==> src/logic/usp_pkg.sv <==
// Upstream protocol constants, byte counts and the reply source encoding
package usp_pkg;

  // Frame sync bytes
  localparam logic [7:0] sync_hi = 8'hef;
  localparam logic [7:0] sync_lo = 8'hfe;

  // Receive-data type bytes with [1] sent first
  localparam logic [1:0][7:0] ep6_type = {8'h01, 8'h06};

  localparam logic [7:0] half_sync = 8'h7f;  // Three of these open each half

  // Payload lengths in bytes
  localparam logic [10:0] discover_len = 11'd60;
  localparam logic [10:0] ep6_len      = 11'd1032;
  localparam logic [9:0]  half_len     = 10'd512;

  // FIFO level that must be passed before a packet may start
  localparam logic [10:0] ep6_fill_min = 11'd333;

  // Command addresses
  localparam logic [5:0] cmd_addr_rx = 6'h00;
  localparam logic [5:0] cmd_addr_tx = 6'h17;

  localparam logic [6:0] tx_latency_default = 7'd10;  // ms
  localparam logic [4:0] ptt_hang_default   = 5'd4;   // ms

  // Which generator owns the transmitter
  typedef enum logic [1:0] {
    tx_idle     = 2'd0,
    tx_discover = 2'd1,
    tx_ep6      = 2'd2
  } tx_src_t;

endpackage

==> src/logic/usp_cmd_regs.sv <==
// Command address decoder and radio setting registers
`timescale 1ns/1ps

module usp_cmd_regs import usp_pkg::*; (
  input  logic        clk,
  input  logic        discover_rst,
  input  logic [5:0]  cmd_addr,
  input  logic [31:0] cmd_data,
  input  logic        cmd_rqst,
  output logic [1:0]  sample_rate,
  output logic [3:0]  receivers,
  output logic [6:0]  tx_buffer_latency,
  output logic [4:0]  ptt_hang_time
);

  logic hit_rx;
  logic hit_tx;

  assign hit_rx = cmd_rqst && (cmd_addr == cmd_addr_rx);
  assign hit_tx = cmd_rqst && (cmd_addr == cmd_addr_tx);

  always_ff @(posedge clk) begin
    if (discover_rst) begin
      sample_rate       <= 2'd0;
      receivers         <= 4'd0;
      tx_buffer_latency <= tx_latency_default;
      ptt_hang_time     <= ptt_hang_default;
    end else begin
      if (hit_rx) begin
        sample_rate <= cmd_data[25:24];
        receivers   <= cmd_data[6:3];   // Receiver count minus one
      end
      if (hit_tx) begin
        tx_buffer_latency <= cmd_data[6:0];
        ptt_hang_time     <= cmd_data[12:8];
      end
    end
  end

endmodule

==> src/logic/usp_discover_reply.sv <==
// Byte generator for the 60-byte discovery reply
`timescale 1ns/1ps

module usp_discover_reply import usp_pkg::*; #(
  parameter logic [7:0] nr            = 8'h00,
  parameter logic [7:0] version_major = 8'h00,
  parameter logic [7:0] version_minor = 8'h00,
  parameter logic [7:0] board         = 8'h00
) (
  input  logic        clk,
  input  logic        discover_rst,
  input  logic        discover_start,
  input  logic        run,
  input  logic [47:0] mac,
  input  logic [1:0]  sample_rate,
  input  logic [3:0]  receivers,
  input  logic [6:0]  tx_buffer_latency,
  input  logic [4:0]  ptt_hang_time,
  output logic [7:0]  discover_byte,
  output logic        discover_done
);

  logic [5:0] idx;        // Index of the byte on discover_byte
  logic [5:0] idx_next;
  logic       active;
  logic       last;
  logic [7:0] byte_next;

  assign last          = ({5'd0, idx} == discover_len - 11'd1);
  assign idx_next      = discover_start ? 6'd1 : idx + 6'd1;
  assign discover_done = active && last;

  always_comb begin
    case (idx_next)
      6'd1:    byte_next = sync_lo;
      6'd2:    byte_next = run ? 8'h03 : 8'h02;  // Running or idle
      6'd3:    byte_next = mac[47:40];
      6'd4:    byte_next = mac[39:32];
      6'd5:    byte_next = mac[31:24];
      6'd6:    byte_next = mac[23:16];
      6'd7:    byte_next = mac[15:8];
      6'd8:    byte_next = mac[7:0];
      6'd9:    byte_next = version_major;
      6'd10:   byte_next = board;
      6'd11:   byte_next = nr;
      6'd12:   byte_next = version_minor;
      6'd13:   byte_next = {1'b0, tx_buffer_latency};
      6'd14:   byte_next = {3'b000, ptt_hang_time};
      6'd15:   byte_next = {sample_rate, 2'b00, receivers};
      default: byte_next = 8'h00;
    endcase
  end

  always_ff @(posedge clk) begin
    if (discover_rst) begin
      active <= 1'b0;
      idx    <= 6'd0;
    end else if (discover_start) begin
      active <= 1'b1;
      idx    <= idx_next;
    end else if (active) begin
      // Stop after byte 59
      active <= !last;
      idx    <= last ? 6'd0 : idx_next;
    end
  end

  always_ff @(posedge clk) begin
    if (discover_start || (active && !last))
      discover_byte <= byte_next;
    else
      discover_byte <= 8'h00;
  end

endmodule

==> src/logic/usp_ep6_packer.sv <==
// Receive-data packet framer with header, sequence number, response slots, rounds and padding
`timescale 1ns/1ps

module usp_ep6_packer import usp_pkg::*; (
  input  logic        clk,
  input  logic        discover_rst,
  input  logic        run,
  input  logic        ep6_start,
  input  logic [23:0] us_tdata,
  input  logic        us_tlast,
  input  logic [39:0] resp,
  output logic [7:0]  ep6_byte,
  output logic        ep6_done,
  output logic        us_tready,
  output logic        resp_rqst
);

  typedef enum logic [3:0] {
    st_idle, st_hdr, st_sync, st_rx2, st_rx1, st_rx0, st_mic1, st_mic0, st_pad
  } state_t;

  state_t      state;
  state_t      state_next;
  logic [10:0] idx;        // Index of the byte on ep6_byte
  logic [8:0]  off;        // Offset within the current half
  logic [8:0]  left;       // Bytes still to come in this half
  logic [6:0]  round_cnt;
  logic [19:0] seq_no;
  logic        half_end;
  logic        pkt_end;
  logic        seq_inc;

  assign off      = idx[8:0] - 9'd8;
  assign left     = ~off;
  assign half_end = ({1'b0, off} == half_len - 10'd1);
  assign pkt_end  = (idx == ep6_len - 11'd1);
  assign seq_inc  = (state == st_hdr) && (idx == 11'd7);

  assign ep6_done  = (state != st_idle) && pkt_end;
  assign us_tready = (state == st_rx0);  // Pop on the low byte

  always_comb begin
    state_next = state;
    case (state)
      st_idle: if (ep6_start) state_next = st_hdr;
      st_hdr:  if (idx == 11'd7) state_next = st_sync;
      st_sync: if (off == 9'd7) state_next = st_rx2;
      st_rx2:  state_next = st_rx1;
      st_rx1:  state_next = st_rx0;
      st_rx0:  state_next = us_tlast ? st_mic1 : st_rx2;
      st_mic1: state_next = st_mic0;
      // Another round only if it fits
      st_mic0: state_next = (left > {2'b00, round_cnt} + 9'd1) ? st_rx2 : st_pad;
      default: state_next = state;
    endcase
    if (state != st_idle && state != st_hdr && half_end)
      state_next = pkt_end ? st_idle : st_sync;
  end

  always_ff @(posedge clk) begin
    if (discover_rst) begin
      state     <= st_idle;
      idx       <= 11'd0;
      round_cnt <= 7'd0;
      resp_rqst <= 1'b0;
    end else begin
      state <= state_next;
      idx   <= (state_next == st_idle) ? 11'd0 : idx + 11'd1;

      if (state == st_sync || state == st_mic0)
        round_cnt <= 7'd0;
      else if (state inside {st_rx2, st_rx1, st_rx0, st_mic1})
        round_cnt <= round_cnt + 7'd1;

      if (state == st_sync && off == 9'd7)
        resp_rqst <= ~resp_rqst;  // Response consumed
    end
  end

  // Sequence number held at zero while stopped
  always_ff @(posedge clk) begin
    if (discover_rst || !run)
      seq_no <= 20'd0;
    else if (seq_inc)
      seq_no <= seq_no + 20'd1;
  end

  always_comb begin
    ep6_byte = 8'h00;
    case (state)
      st_hdr: begin
        case (idx[2:0])
          3'd1:    ep6_byte = sync_lo;
          3'd2:    ep6_byte = ep6_type[1];
          3'd3:    ep6_byte = ep6_type[0];
          3'd5:    ep6_byte = {4'h0, seq_no[19:16]};
          3'd6:    ep6_byte = seq_no[15:8];
          3'd7:    ep6_byte = seq_no[7:0];
          default: ep6_byte = 8'h00;
        endcase
      end
      st_sync: begin
        case (off[2:0])
          3'd3:    ep6_byte = resp[39:32];
          3'd4:    ep6_byte = resp[31:24];
          3'd5:    ep6_byte = resp[23:16];
          3'd6:    ep6_byte = resp[15:8];
          3'd7:    ep6_byte = resp[7:0];
          default: ep6_byte = half_sync;
        endcase
      end
      st_rx2:  ep6_byte = us_tdata[23:16];
      st_rx1:  ep6_byte = us_tdata[15:8];
      st_rx0:  ep6_byte = us_tdata[7:0];
      default: ep6_byte = 8'h00;  // Mic bytes and padding
    endcase
  end

endmodule

==> src/logic/usp_top.sv <==
// Upstream packer top level with command registers, arbiter and both generators
`timescale 1ns/1ps

module usp_top #(
  parameter logic [7:0] nr            = 8'h00,
  parameter logic [7:0] version_major = 8'h00,
  parameter logic [7:0] version_minor = 8'h00,
  parameter logic [7:0] board         = 8'h05
) (
  input  logic        clk,
  input  logic        discover_rst,
  input  logic        have_ip,
  input  logic        run,
  input  logic [47:0] mac,
  input  logic        discover_rqst,
  input  logic        discover_port,
  input  logic        udp_tx_enable,
  output logic [1:0]  udp_tx_request,
  output logic [10:0] udp_tx_length,
  output logic [7:0]  udp_tx_data,
  input  logic [23:0] us_tdata,
  input  logic        us_tlast,
  input  logic        us_tvalid,
  input  logic [10:0] us_tlength,
  output logic        us_tready,
  input  logic [5:0]  cmd_addr,
  input  logic [31:0] cmd_data,
  input  logic        cmd_rqst,
  input  logic [39:0] resp,
  output logic        resp_rqst
);

  logic [1:0] sample_rate;
  logic [3:0] receivers;
  logic [6:0] tx_buffer_latency;
  logic [4:0] ptt_hang_time;
  logic       discover_start;
  logic       discover_done;
  logic [7:0] discover_byte;
  logic       ep6_start;
  logic       ep6_done;
  logic [7:0] ep6_byte;

  usp_cmd_regs usp_cmd_regs_inst (
    .clk               (clk),
    .discover_rst      (discover_rst),
    .cmd_addr          (cmd_addr),
    .cmd_data          (cmd_data),
    .cmd_rqst          (cmd_rqst),
    .sample_rate       (sample_rate),
    .receivers         (receivers),
    .tx_buffer_latency (tx_buffer_latency),
    .ptt_hang_time     (ptt_hang_time)
  );

  usp_tx_arbiter usp_tx_arbiter_inst (
    .clk            (clk),
    .discover_rst   (discover_rst),
    .have_ip        (have_ip),
    .run            (run),
    .discover_rqst  (discover_rqst),
    .discover_port  (discover_port),
    .us_tvalid      (us_tvalid),
    .us_tlength     (us_tlength),
    .udp_tx_enable  (udp_tx_enable),
    .discover_done  (discover_done),
    .ep6_done       (ep6_done),
    .discover_byte  (discover_byte),
    .ep6_byte       (ep6_byte),
    .udp_tx_request (udp_tx_request),
    .udp_tx_length  (udp_tx_length),
    .udp_tx_data    (udp_tx_data),
    .discover_start (discover_start),
    .ep6_start      (ep6_start)
  );

  usp_discover_reply #(
    .nr            (nr),
    .version_major (version_major),
    .version_minor (version_minor),
    .board         (board)
  ) usp_discover_reply_inst (
    .clk               (clk),
    .discover_rst      (discover_rst),
    .discover_start    (discover_start),
    .run               (run),
    .mac               (mac),
    .sample_rate       (sample_rate),
    .receivers         (receivers),
    .tx_buffer_latency (tx_buffer_latency),
    .ptt_hang_time     (ptt_hang_time),
    .discover_byte     (discover_byte),
    .discover_done     (discover_done)
  );

  usp_ep6_packer usp_ep6_packer_inst (
    .clk          (clk),
    .discover_rst (discover_rst),
    .run          (run),
    .ep6_start    (ep6_start),
    .us_tdata     (us_tdata),
    .us_tlast     (us_tlast),
    .resp         (resp),
    .ep6_byte     (ep6_byte),
    .ep6_done     (ep6_done),
    .us_tready    (us_tready),
    .resp_rqst    (resp_rqst)
  );

endmodule

==> src/logic/usp_tx_arbiter.sv <==
// Discovery request latch, payload choice, transmitter request and output byte mux
`timescale 1ns/1ps

module usp_tx_arbiter import usp_pkg::*; (
  input  logic        clk,
  input  logic        discover_rst,
  input  logic        have_ip,
  input  logic        run,
  input  logic        discover_rqst,
  input  logic        discover_port,
  input  logic        us_tvalid,
  input  logic [10:0] us_tlength,
  input  logic        udp_tx_enable,
  input  logic        discover_done,
  input  logic        ep6_done,
  input  logic [7:0]  discover_byte,
  input  logic [7:0]  ep6_byte,
  output logic [1:0]  udp_tx_request,
  output logic [10:0] udp_tx_length,
  output logic [7:0]  udp_tx_data,
  output logic        discover_start,
  output logic        ep6_start
);

  tx_src_t src;
  logic    requesting;
  logic    disc_pending;
  logic    disc_port_q;
  logic    ep6_ready;

  assign ep6_ready = (us_tlength > ep6_fill_min) && us_tvalid && have_ip && run;

  assign discover_start = requesting && (src == tx_discover) && udp_tx_enable;
  assign ep6_start      = requesting && (src == tx_ep6) && udp_tx_enable;

  always_comb begin
    udp_tx_request = 2'b00;
    if (requesting)
      udp_tx_request = (src == tx_discover) ? {1'b1, disc_port_q} : 2'b10;
  end

  // EF goes out while waiting, so byte 0 is ready in the enable cycle
  always_comb begin
    case (src)
      tx_discover: udp_tx_data = discover_byte;
      tx_ep6:      udp_tx_data = ep6_byte;
      default:     udp_tx_data = 8'h00;
    endcase
    if (requesting)
      udp_tx_data = sync_hi;
  end

  always_ff @(posedge clk) begin
    if (discover_rst) begin
      src          <= tx_idle;
      requesting   <= 1'b0;
      disc_pending <= 1'b0;
      disc_port_q  <= 1'b0;
    end else begin
      if (discover_start) begin
        disc_pending <= 1'b0;
      end else if (discover_rqst && !disc_pending) begin
        disc_pending <= 1'b1;
        disc_port_q  <= discover_port;
      end

      case (src)
        tx_idle: begin
          if (disc_pending) begin  // Discovery wins
            src        <= tx_discover;
            requesting <= 1'b1;
          end else if (ep6_ready) begin
            src        <= tx_ep6;
            requesting <= 1'b1;
          end
        end
        default: begin
          if (udp_tx_enable)
            requesting <= 1'b0;
          if ((src == tx_discover && discover_done) || (src == tx_ep6 && ep6_done))
            src <= tx_idle;
        end
      endcase
    end
  end

  always_ff @(posedge clk) begin
    if (src == tx_idle)
      udp_tx_length <= disc_pending ? discover_len : ep6_len;
  end

endmodule
==> config.mk <==
export PLATFORM = sky130hd
export DESIGN_NAME = usp_top
export DESIGN_NICKNAME = d
export VERILOG_FILES = /design/src/logic/usp_pkg.sv /design/src/logic/usp_cmd_regs.sv /design/src/logic/usp_discover_reply.sv /design/src/logic/usp_ep6_packer.sv /design/src/logic/usp_top.sv /design/src/logic/usp_tx_arbiter.sv
export SDC_FILE = /design/constraint.sdc
export NUM_CORES = 1
export LEC_CHECK = 0
export BUFFER_PORTS_ARGS = -buffer_cell sky130_fd_sc_hd__clkbuf_2
export CORE_MARGIN = 3
export CORE_UTILIZATION = 35
export DETAILED_ROUTE_END_ITERATION = 10
export SYNTH_ARGS = -nofsm -noshare
export SYNTH_HDL_FRONTEND = slang
export SYNTH_SLANG_ARGS = --single-unit
==> constraint.sdc <==
create_clock -name clk -period 7.18 [get_ports clk]
set_clock_uncertainty 0.05 [all_clocks]
set_input_delay 1.436 -clock clk [delete_from_list [all_inputs] [get_ports clk]]
set_output_delay 1.436 -clock clk [all_outputs]
set_load 0.03 [all_outputs]
### Word level (Yosys, flattened, before mapping)

Cells that the tools add are included.

* equality and inequality tests: 40
* add/sub/neg operators: 6
* bitwise logic cells: 3
* multiplexer cells: 32
* magnitude comparators: 2
* reduce and logical (&&, ||, !) cells: 41

Operators with widths (number)
* one-hot mux 8 bit (12 select lines): 1
* one-hot mux 8 bit (5 select lines): 2
* one-hot mux 8 bit (6 select lines): 1
* one-hot mux 4 bit (8 select lines): 1
* == test 6 x 4 -> 1 bit (second input constant): 5
* == test 6 x 3 -> 1 bit (second input constant): 4
* two-way mux 6 bit: 4
* == test 3 bit (second input constant): 7
* adder 20 x 1 -> 20 bit (second input constant): 1
* two-way mux 4 bit: 5
* logical AND 1 bit: 19
* == test 4 x 3 -> 1 bit (second input constant): 4
* one-hot mux 8 bit (2 select lines): 1
* == test 6 x 2 -> 1 bit (second input constant): 2
* two-way mux 2 bit: 6
* adder 11 x 1 -> 11 bit (second input constant): 1
* == test 11 bit (second input constant): 1
* == test 11 x 3 -> 1 bit (second input constant): 1
* greater-than comparator 11 x 9 -> 1 bit (second input constant): 1
* two-way mux 11 bit: 1
* == test 3 x 2 -> 1 bit (second input constant): 3
* == test 9 x 3 -> 1 bit (second input constant): 1
* == test 9 bit (second input constant): 1
* greater-than comparator 9 bit: 1
* other kinds (28): 50

* output and inout bits: 23
* input port bits: 171
* bits in registers: 92
* word-level logic and storage cells: 141

### Logic depth before layout (Yosys ltp)

* depth after elaboration: 8
* depth in mapped cells: 13
* depth with buffers taken out: 12

### By module

Synthesis repeated with hierarchy kept, for this count alone.

* cell total of the unflattened synthesis: 736
* area, all modules: 5918.2 sq um

By module, submodules not included
* usp_ep6_packer: seq. area each 860.8 sq um, instances 1, area an instance 3094.2 sq um, cells an instance 399
* usp_discover_reply: seq. area each 300.3 sq um, instances 1, area an instance 1460.2 sq um, cells an instance 179
* usp_cmd_regs: seq. area each 360.3 sq um, instances 1, area an instance 743.2 sq um, cells an instance 85
* usp_tx_arbiter: seq. area each 160.2 sq um, instances 1, area an instance 620.6 sq um, cells an instance 73

### Worst setup path before layout

OpenSTA, ideal clock, no wires.

* kind: input-to-output
* start: in resp[10]
* end: out udp_tx_data[2]
* setup slack: 2.979 ns
* data arrival time: 2.715 ns
* path buffers: 0
* stages: 7
* required time: 5.694 ns
* cell sequence: a222oi_1 nor2_1 a221oi_1 a21oi_1 a2111oi_0 o21ai_0 a21o_1

* cells in the longest elaborated chain, start to end: 4

Ends and longest elaborated chain
* start, declared: line usp_top.sv:29 `input logic [39:0] resp,`
* one-hot mux 8 bit (5 select lines): line usp_ep6_packer.sv:103 `case (off[2:0])`
* one-hot mux 8 bit (5 select lines): line usp_ep6_packer.sv:90 `case (state)`
* one-hot mux 8 bit (2 select lines): line usp_tx_arbiter.sv:44 `case (src)`
* two-way mux 8 bit: line usp_tx_arbiter.sv:49 `if (requesting)`
* end, declared: line usp_top.sv:20 `output logic [7:0] udp_tx_data,`

No other way between the ends.

### Final worst setup path

* start: reg usp_ep6_packer_inst.idx[0]
* end: out udp_tx_data[0]

* cells in the longest elaborated chain, start to end: 6
* elaborated cells on any way between the ends: 17
* classes of those cells: add/sub (1); eq/ne (11); mux (5)

Ends and longest elaborated chain
* start, declared: line usp_ep6_packer.sv:24 `logic [10:0] idx;`
* start signal, assigned: line usp_ep6_packer.sv:68 `idx <= (state_next == st_idle) ? 11'd0 : idx + 11'd1;`
* subtractor 9 x 4 -> 9 bit: line usp_ep6_packer.sv:33 `assign off = idx[8:0] - 9'd8;`
* == test 3 bit or == test 3 x 2 -> 1 bit (tied branches): line usp_ep6_packer.sv:103
* one-hot mux 8 bit (5 select lines): line usp_ep6_packer.sv:103
* one-hot mux 8 bit (5 select lines) (*): line usp_ep6_packer.sv:90
* one-hot mux 8 bit (2 select lines) (*): line usp_tx_arbiter.sv:44
* two-way mux 8 bit (*): line usp_tx_arbiter.sv:49

Every way passes the cells marked *; elsewhere a longest branch is shown, timed or not.

==> qor.csv <==
stage;metric;value;unit
outcome;outcome;complete, no violations;
layout;drive_above_1_share;24.7;%
worst_setup_path;cp-start-kind;register;
sta;tightest_slew;0.975;ns
worst_hold_path;hold_path_class;register to register;
clocking;ctsHoldBuffers;0;
synth;yosysUniqueCellTypes;76;
sta;hold_violations;0;
synth;synthFlopType;dfxtp_1;
synth;netlist_instances;698;
sta;period_needed;5.15;ns
detailed_routing;first_pass_iters;6;
floorplanning;rows;45;
synth;synth_top_family_by_area;compound AO/OA/AOI/OAI gates;
sta;fin_crit_sh;71.7;%
power_and_ir_drop;p_int;0.000835;W
clocking;cts_resized;0;
clocking;cts_buffer_depth;2;
floorplanning;io_pins;194;
sta;rsz0062_at_grt;false;
grt;antenna_found_initial;0;
run;cap_violations;0;
placement;port_buffers;167;
layout;multi_input_area;3640;µm²
floorplanning;dieArea;17600;µm²
layout;final_core_util;44.3;%
detailed_routing;drt-total-wl;17600;µm
synth;postSynth.asyncResetShare;0;%
placement;dp.cells;1039;
synth;synth_fa_ha_area_share;5.13;%
detailed_routing;ant_nets;0;
clocking;clock_latency;0.34;ns
power_and_ir_drop;pwr-share-seq;43.2;%
grt;grt_max_degree;31;
worst_setup_path;cp.required;5.69;ns
sta;finalSetupTns;0;ns
clocking;cts_max_level;3;
synth;muxShareOfSynthArea;3.77;%
placement;gp_congestion;0.863;
layout;stdcell_count;1054;
layout;num-fill-cells;1599;
grt;overflow;0;
layout;regArea;1680;µm²
synth;ys_seq_elements;83;
worst_setup_path;startpoint;usp_ep6_packer_inst.idx[0];
synth;synth-simple-area-share;23.7;%
worst_setup_path;endpoint_kind;output port;
detailed_routing;drt_iter0_markers;418;
power_and_ir_drop;clkPwrFrac;45.3;%
grt;grt_pass1_wl;28200;µm
sta;max_slew_margin;33.3;%
layout;antenna_cells;0;
clocking;cts_tree;done;
clocking;cts.sinks;83;
synth;syn_area;5610;µm²
placement;hpwl;13500;µm
synth;synth_xor_area_share;7.65;%
power_and_ir_drop;power.density;161;nW/µm²
worst_setup_path;cp_max_fo;17;
floorplanning;start_util;36.3;%
worst_hold_path;worstHoldStart;usp_tx_arbiter_inst.disc_port_q;
clocking;cts-root-buf;clkbuf_16;
detailed_routing;via_count;5654;
detailed_routing;via_per_inst;5.36;
power_and_ir_drop;power.leakage;2.73;nW
layout;fin_nets;1033;
power_and_ir_drop;power_frac_comb;11.6;%
synth;synth_compound_area_share;24.2;%
floorplanning;coreArea;15400;µm²
synth;synth.avg_cell_area;8.03;µm²
clocking;post_cts_buffers;0;
synth;synth_edf_count;2;
power_and_ir_drop;p_switching;0.000269;W
sta;setup_viol;0;
worst_setup_path;rrSetupSlack;3.89;ns
synth;yosysSeqAreaShare;30.0;%
sta;fmax;194;MHz
power_and_ir_drop;total_power;0.00110;W
layout;area_growth_syn_to_layout;22.0;%
synth;synth_warnings;0;
worst_setup_path;path_class;register to output port;
power_and_ir_drop;p_sw_share;24.4;%
detailed_routing;wl_per_cell;16.7;µm
grt;grt_use_total;19.7;%
floorplanning;chipWidth;133;µm
clocking;clk_pin_slew;0.06;ns
floorplanning;die_h;133;µm
clocking;numCtsBuffers;9;
worst_setup_path;cp.arrival;3.66;ns
power_and_ir_drop;ir_drop;0.114;mV
grt;grt_pass1_vias;5560;
worst_setup_path;r2r_start;usp_tx_arbiter_inst.src[1];
detailed_routing;drc;0;
sta;drv_slew;0;
## registers in the layout, summed over array words and instances (netlist names), 4 cells and up
register and cells:
usp_discover_reply_inst.idx 6, usp_ep6_packer_inst.state 4, usp_ep6_packer_inst.round_cnt 7, usp_cmd_regs_inst.receivers 4, usp_discover_reply_inst.discover_byte 8, usp_cmd_regs_inst.ptt_hang_time 5
usp_ep6_packer_inst.seq_no 20, usp_cmd_regs_inst.tx_buffer_latency 7, usp_ep6_packer_inst.idx 11
## area by class of cell
| cell class | instances | area share, % |
|---|---|---|
| tap | 211 | 3.86 |
| clock buffer | 10 | 3.49 |
| timing repair buffer | 172 | 12.8 |
| multi-input combinational | 556 | 53.2 |
| inverter | 17 | 0.933 |
| sequential | 83 | 24.6 |
| clock inverter | 5 | 1.13 |
## worst max-delay path, stage by stage (launching register included)
cell	delay, ns
dfxtp_1	0.49
ha_1	0.30
ha_1	0.61
nor2_1	0.10
o21ai_1	0.30
a31oi_1	0.16
a2111oi_0	0.79
o21ai_0	0.16
a21o_1	0.21
clkbuf_2	0.19
## metrics by stage
stage	hold slack, ns	cell area (µm²)	setup slack, ns
after floorplan	0.392	5630	2.98
after global placement	0.421	6520	2.17
after detailed placement	0.432	6520	2.16
after CTS	0.448	6840	2.11
after global routing	0.473	6840	1.84
final	0.439	6840	2.03
## power by group through the flow
stage               sequential (W)  clock [W]  combinational [W]
floorplan                 0.000486          0          0.0000684
detailed placement        0.000487          0           0.000128
CTS                       0.000476   0.000509           0.000128
finish                    0.000476   0.000500           0.000128
global placement          0.000487          0           0.000128
global route              0.000477   0.000526           0.000140
## worst paths after layout
| path | endpoint | cells past startpoint |
|---|---|---|
| setup / recovery | udp_tx_data[0] | 9 |
| hold reg to reg | usp_tx_arbiter_inst.disc_port_q | 2 |
| hold / removal | usp_tx_arbiter_inst.disc_port_q | 2 |
| setup reg to reg | usp_discover_reply_inst.discover_byte[3] | 8 |
## layout by cell type (no fill, tap or decap), drive strengths merged, types with 23 or more instances in the layout
cell type  instances
clkbuf           177
a21oi             32
nor2              96
o21ai             30
dfxtp             81
nand2             61
xnor2             24
nand3             26
ha                23
xor2              25
## kinds of logic after synthesis
kind of cell	Yosys count
XOR/XNOR	49
other	2
buffers and inverters	64
AND/OR/NAND/NOR	269
AO/OA/AOI/OAI	187
adder cells (fa/ha/maj)	23
flip-flops	83
multiplexers	21
## synthesized netlist by cell type (15+ instances only)
cell      number  share of area (%)
mux2i_1       20                3.6
nor2_1        90                6.0
nor2b_1       15                1.7
inv_1         17                1.1
nand2_1       60                4.0
a21oi_1       32                2.9
ha_1          23                5.1
o21ai_0       29                2.6
a221oi_1      17                2.7
nand3_1       26                2.3
clkbuf_1      27                1.8
xor2_1        25                3.9
a22oi_1       18                2.4
xnor2_1       24                3.7
dfxtp_1       81                 29
## metal layers
layer  vias to the layer above  global-route usage, %  part of all wire (%)
li1                       2842                      -                     -
met1                      2556                   25.2                    45
met2                       221                   31.8                    45
met3                        35                   5.25                   7.4
met4                         0                   7.27                   2.8
met5                         -                      0                     0
Note: power is estimated with default switching activity, not from simulation.
